$ cat config.mk
export PLATFORM = sky130hd
export DESIGN_NAME = pixel_packer_flat
export DESIGN_NICKNAME = d
export VERILOG_FILES = /design/src/design/pixel_pkg.sv /design/src/design/pix_mem_if.sv /design/src/design/pixel_packer.sv /design/src/flat_wrapper.sv
export VERILOG_INCLUDE_DIRS = /design/src /design/src/design
export SDC_FILE = /design/constraint.sdc
export NUM_CORES = 1
export LEC_CHECK = 0
export ABC_CLOCK_PERIOD_IN_PS = 1420
export BUFFER_PORTS_ARGS = -buffer_cell sky130_fd_sc_hd__buf_2
export CORE_ASPECT_RATIO = 0.8
export CORE_MARGIN = 4
export CORE_UTILIZATION = 39
export DETAILED_ROUTE_END_ITERATION = 12
export HOLD_SLACK_MARGIN = 0.02
export PLACE_DENSITY_LB_ADDON = 0.15
export SETUP_SLACK_MARGIN = 0.02
export SLEW_MARGIN = 20
export SYNTH_ARGS = -nofsm -noshare
export SYNTH_HDL_FRONTEND = slang
export SYNTH_SLANG_ARGS = --single-unit
$ cat constraint.sdc
create_clock -name ck -period 1.42 [get_ports ck]
set_input_delay 0.071 -clock ck [delete_from_list [all_inputs] [get_ports ck]]
set_output_delay 0.071 -clock ck [all_outputs]
set_load 0.005 [all_outputs]
$ cat src/design/pixel_cfg.svh
`ifndef PIXEL_CFG_SVH
`define PIXEL_CFG_SVH

// ========================================
// Frame buffer geometry
// ========================================

// Words held by the dual-port macro
`define PIX_WORDS 1024
// Word address width, log2 of PIX_WORDS
`define PIX_ADDR_W 10

// One pixel lane
`define PIX_W 16
// Pixel lanes packed into one memory word
`define PIX_LANES 3

`endif

$ cat src/design/pixel_pkg.sv
`include "pixel_cfg.svh"

package pixel_pkg;

  // ========================================
  // Datapath types
  // ========================================

  // One pixel as it arrives on the stream
  typedef logic [`PIX_W-1:0] pix_t;

  // Full memory word, lane 0 in the low bits
  typedef logic [`PIX_LANES*`PIX_W-1:0] word_t;

  // Word address into the frame buffer
  typedef logic [`PIX_ADDR_W-1:0] addr_t;

  // Lane write enables, active low
  // Bit i covers word bits 16i+15 down to 16i
  typedef logic [`PIX_LANES-1:0] lane_we_t;

  // Completed words, one bit wider so a full buffer fits
  typedef logic [`PIX_ADDR_W:0] count_t;

endpackage

$ cat src/design/pix_mem_if.sv
`timescale 1ns/10ps

interface pix_mem_if
  import pixel_pkg::*;
();

  // Port A, write only
  addr_t    wr_addr;
  lane_we_t wr_we_n;
  word_t    wr_data;

  // Port B, read only
  addr_t    rd_addr;
  logic     rd_oe;
  word_t    rd_data;

  // Pixel packer owns port A
  modport packer (
    output wr_addr,
    output wr_we_n,
    output wr_data
  );

  // Read client owns the port B request
  modport host (
    output rd_addr,
    output rd_oe,
    input  rd_data
  );

  // Memory side sees every request and returns read data
  modport mem (
    input  wr_addr,
    input  wr_we_n,
    input  wr_data,
    input  rd_addr,
    input  rd_oe,
    output rd_data
  );

endinterface

$ cat src/design/pixel_packer.sv
`timescale 1ns/10ps
`include "pixel_cfg.svh"

// Packs a 16-bit pixel stream into 48-bit words.
// Lane 0 fills first, the word address advances after the last lane.
module pixel_packer
  import pixel_pkg::*;
(
  input  logic       ck,
  input  logic       rst,
  input  logic       frame_start,
  input  logic       pix_valid,
  input  pix_t       pix,
  pix_mem_if.packer  mem,
  output count_t     words_done
);

  localparam int     LANE_W    = $clog2(`PIX_LANES);
  localparam count_t WORDS_MAX = count_t'(`PIX_WORDS);

  // Position of the next pixel
  logic [LANE_W-1:0] lane_q;
  addr_t             addr_q;

  // Position used this cycle
  logic [LANE_W-1:0] lane_cur;
  addr_t             addr_cur;

  logic                  last_lane;
  logic                  word_full;
  logic [`PIX_LANES-1:0] lane_en;

  // ========================================
  // Current write position
  // ========================================

  // A pixel arriving with frame_start lands at word 0, lane 0
  assign lane_cur = frame_start ? '0 : lane_q;
  assign addr_cur = frame_start ? '0 : addr_q;

  assign last_lane = (lane_cur == LANE_W'(`PIX_LANES - 1));
  assign word_full = pix_valid && last_lane;

  // ========================================
  // Port A drive
  // ========================================

  // One-hot lane select, active high
  always_comb begin
    lane_en = '0;
    lane_en[lane_cur] = pix_valid;
  end

  // Pixel copied to every lane, enable picks the one that sticks
  assign mem.wr_data = {`PIX_LANES{pix}};
  assign mem.wr_we_n = ~lane_en;
  assign mem.wr_addr = addr_cur;

  // ========================================
  // Lane and address counters
  // ========================================

  always_ff @(posedge ck) begin
    if (rst) begin
      lane_q <= '0;
      addr_q <= '0;
    end else if (pix_valid) begin
      if (last_lane) begin
        lane_q <= '0;
        // Wraps 1023 to 0 on its own
        addr_q <= addr_cur + 1'b1;
      end else begin
        lane_q <= lane_cur + 1'b1;
        addr_q <= addr_cur;
      end
    end else if (frame_start) begin
      // Frame restart with no pixel
      lane_q <= '0;
      addr_q <= '0;
    end
  end

  // ========================================
  // Completed words
  // ========================================

  // Counts on the edge that writes the last lane, stops at a full buffer
  always_ff @(posedge ck) begin
    if (rst || frame_start) begin
      words_done <= '0;
    end else if (word_full && (words_done != WORDS_MAX)) begin
      words_done <= words_done + 1'b1;
    end
  end

endmodule

$ cat src/flat_wrapper.sv
// flat-port wrapper written by rule: the top's interface ports become plain ports
module pixel_packer_flat import pixel_pkg::*;
  (ck, rst, frame_start, pix_valid, pix, words_done, mem_wr_addr, mem_wr_we_n, mem_wr_data);
  pix_mem_if mem_i ();
  input  logic ck;
  input  logic rst;
  input  logic frame_start;
  input  logic pix_valid;
  input  pix_t pix;
  output count_t words_done;
  output wire logic [$bits(mem_i.wr_addr)-1:0] mem_wr_addr;
  output wire logic [$bits(mem_i.wr_we_n)-1:0] mem_wr_we_n;
  output wire logic [$bits(mem_i.wr_data)-1:0] mem_wr_data;
  assign mem_wr_addr = mem_i.wr_addr;
  assign mem_wr_we_n = mem_i.wr_we_n;
  assign mem_wr_data = mem_i.wr_data;
  pixel_packer u_core (.ck(ck), .rst(rst), .frame_start(frame_start), .pix_valid(pix_valid), .pix(pix), .mem(mem_i), .words_done(words_done));
endmodule
==> qor.yml <==
detailed_routing:
  routed_wl_um: 3280
  ant_nets: 0
  wl_per_cell_um: 13.2
  vias_per_cell: 4.71
  firstDrtPassIters: 4
  drc: 0
  drt_iter0_drc: 73
  vias: 1173
placed_design:
  placed_cell_area_um2: 1580
  numPortBuffers: 27
  place_congestion: 0.832
  dp_cells: 242
  hpwlAfterDp_um: 2470
cts:
  cts_num_sinks: 23
  clockBufferDepth: 2
  h-tree-depth: 1
  cts_hold_buf: 0
  path_clk_slew_ns: 0.08
  cts_inserted_buffers: 3
  tritoncts: "built"
  cts_root_buf: "clkbuf_8"
  clk_latency_ns: 0.26
final_layout:
  drive_above_1_share_pct: 45.9
  mostFrequentLayoutCell: "buf_4"
  instances_no_fill: 249
  fillers: 407
  fin_area_um2: 1770
  nets: 218
  num_antenna_cells: 0
  ff_latch_area_um2: 472
  area_growth_pct: 14.1
  layout_common_cells: "28 x buf_4, 27 x buf_2, 18 x nor2_1, 14 x dfxtp_1, 9 x dfxtp_2"
  multi_input_area_um2: 791
setup_path:
  reg2reg_setup_slack_ns: 0.01
  cp.required_ns: 1.62
  crit_arrival_ns: 1.60
  worstSetupStartpoint: "u_core.lane_q[0]"
  rr_worst_depth: 5
  reg2reg_to: "u_core.words_done[8]"
  crit_path_max_fanout: 5
  start_kind: "register"
  path_class: "register to register"
  crit-reg2reg-launch: "u_core.lane_q[0]"
  worstSetupEndpointType: "register"
min_path:
  hold_depth: 0
  hold_path_class: "primary input to output pin"
  worstHoldStart: "pix[15]"
  hold_path_end: "mem_wr_data[31]"
logic_synthesis:
  synth_nets: 210
  synth-edff-count: 0
  syn_inst: 187
  ys_seq_elements: 23
  synth_ff_type: "dfxtp_1"
  yosys.area.top_type: "dfxtp_1"
  ys_top_cells_by_area: "dfxtp_1 30%, buf_4 24%, nor2_1 4.6%, nor2b_1 4.0%, xor2_1 3.4%"
  syn_area_per_cell_um2: 8.30
  synthDistinctLibCells: 37
  async_flop_share_pct: 0
  yosys_warnings: 0
  ys_seq_area_share_pct: 29.7
  synth_top_area_share_pct: 29.7
  netlist_area_um2: 1550
die:
  start_util_pct: 40.8
  io_pins: 92
  rows: 20
  die_y_um: 64.4
  die_area_um2: 5060
  core_um2: 3800
  die_w_um: 78.5
global_routing:
  grt_antenna_before_repair: 0
  track_usage_pct: 13.5
  grt_first_pass_wirelength_um: 5520
  grt_pass1_vias: 1172
  grt_max_degree: 14
  grt_overflow: 0
timing:
  finalHoldViolCount: 0
  fin_crit_sh_pct: 99.1
  finalCriticalPeriod_ns: 1.41
  slew_violations: 0
  maxSlewHeadroom_pct: 75.4
  setup_tns_ns: 0
  hold_ws_ns: 0.142
  setup_viol: 0
  skew_ns: 0.00173
  rsz0062_at_grt: "true"
  tightest_slew_ns: 0.369
  clock.fmax_ghz: 0.711
power:
  vdd.ir_drop.worst_v: 0.000604
  total_power_mw: 1.12
  total_leakage_power_nw: 0.743
  power_density_nw_per_um2: 630
flow_run:
  drv_cap: 0
outcome:
  outcome: "finished, final reports clean"
-- critical path, stage by stage (launching register included) --
cell,delay (ns)
dfxtp_2,0.32
and4bb_1,0.27
buf_6,0.16
nand3_4,0.10
or3_1,0.37
a21oi_1,0.13
-- stage by stage --
stage / util, % / worst slack [ns]
after global routing: 46.5 / -0.0701
after CTS: 44.0 / 0.00925
after global placement: 41.6 / -0.0125
after detailed placement: 41.6 / -0.0930
final: 46.5 / 0.0129
after floorplan: - / 0.000792
-- flip-flops by register name, summed over array words and instances, names as in the netlist --
| register | cells |
|---|---|
| u_core.words_done | 11 |
| u_core.addr_q | 10 |
| u_core.lane_q | 2 |
-- metal layers --
metal  vias up  GRT usage, %  part of all wire [%]
met2        26          20.3                    44
met4         0          6.55                   2.3
met1       539          18.1                    49
met5         -             0                     0
met3        11          3.06                   5.1
li1        597             -                     -
-- final cells by class --
cell class	instances	share of cell area (%)
repair buffers	57	20.8
flip-flops and latches	23	26.6
well taps	55	3.89
clock buffers	4	2.54
multi-input cells	105	44.7
inverters	5	1.48
-- synthesized netlist by cell type, types with 4 or more instances --
cell and n:
buf_4 49, dfxtp_1 23, nor2_1 19, nor2b_1 10, a21oi_1 9, nand2_1 7, xor2_1 6, nand4_1 5
o21ai_0 5, xnor2_1 5, clkbuf_1 4, inv_1 4, nand3b_1 4, or3_1 4
-- what timing repair did --
item                                    4_1_cts  5_1_grt
pin swaps                                     5        9
gates resized for setup                      10       24
gates cloned                                  0        0
endpoints found under the setup margin        8       13
setup buffers                                 0        3
-- report_power, final --
group / total (mW) / internal [mW] / switching (mW)
registers: 0.648 / 0.647 / 0.00126
logic: 0.0643 / 0.0271 / 0.0372
clock network: 0.403 / 0.200 / 0.203
total: 1.12 / 0.874 / 0.242
-- worst max-delay path by stage --
stage                                      end  slack, ns  depth (start not counted)
after CTS                     u_core.addr_q[4]      0.009                          5
after global placement    u_core.words_done[2]      -0.01                          5
after detailed placement  u_core.words_done[2]      -0.09                          6
after global routing          u_core.addr_q[9]      -0.07                          6
final                     u_core.words_done[8]       0.01                          5
after floorplan               u_core.addr_q[6]     0.0008                          8
-- cells by family (layout without fill, tap and decap cells) --
group / count (synthesis) / after routing / synth area share [%]
simple gates: 70 / 70 / 26.9
buf+inv: 59 / 66 / 26.4
flops: 23 / 23 / 29.7
compound gates: 21 / 21 / 8.47
xor+xnor: 11 / 11 / 6.21
fa+ha+maj: 3 / 3 / 2.42
(Power assumes the default switching activity.)
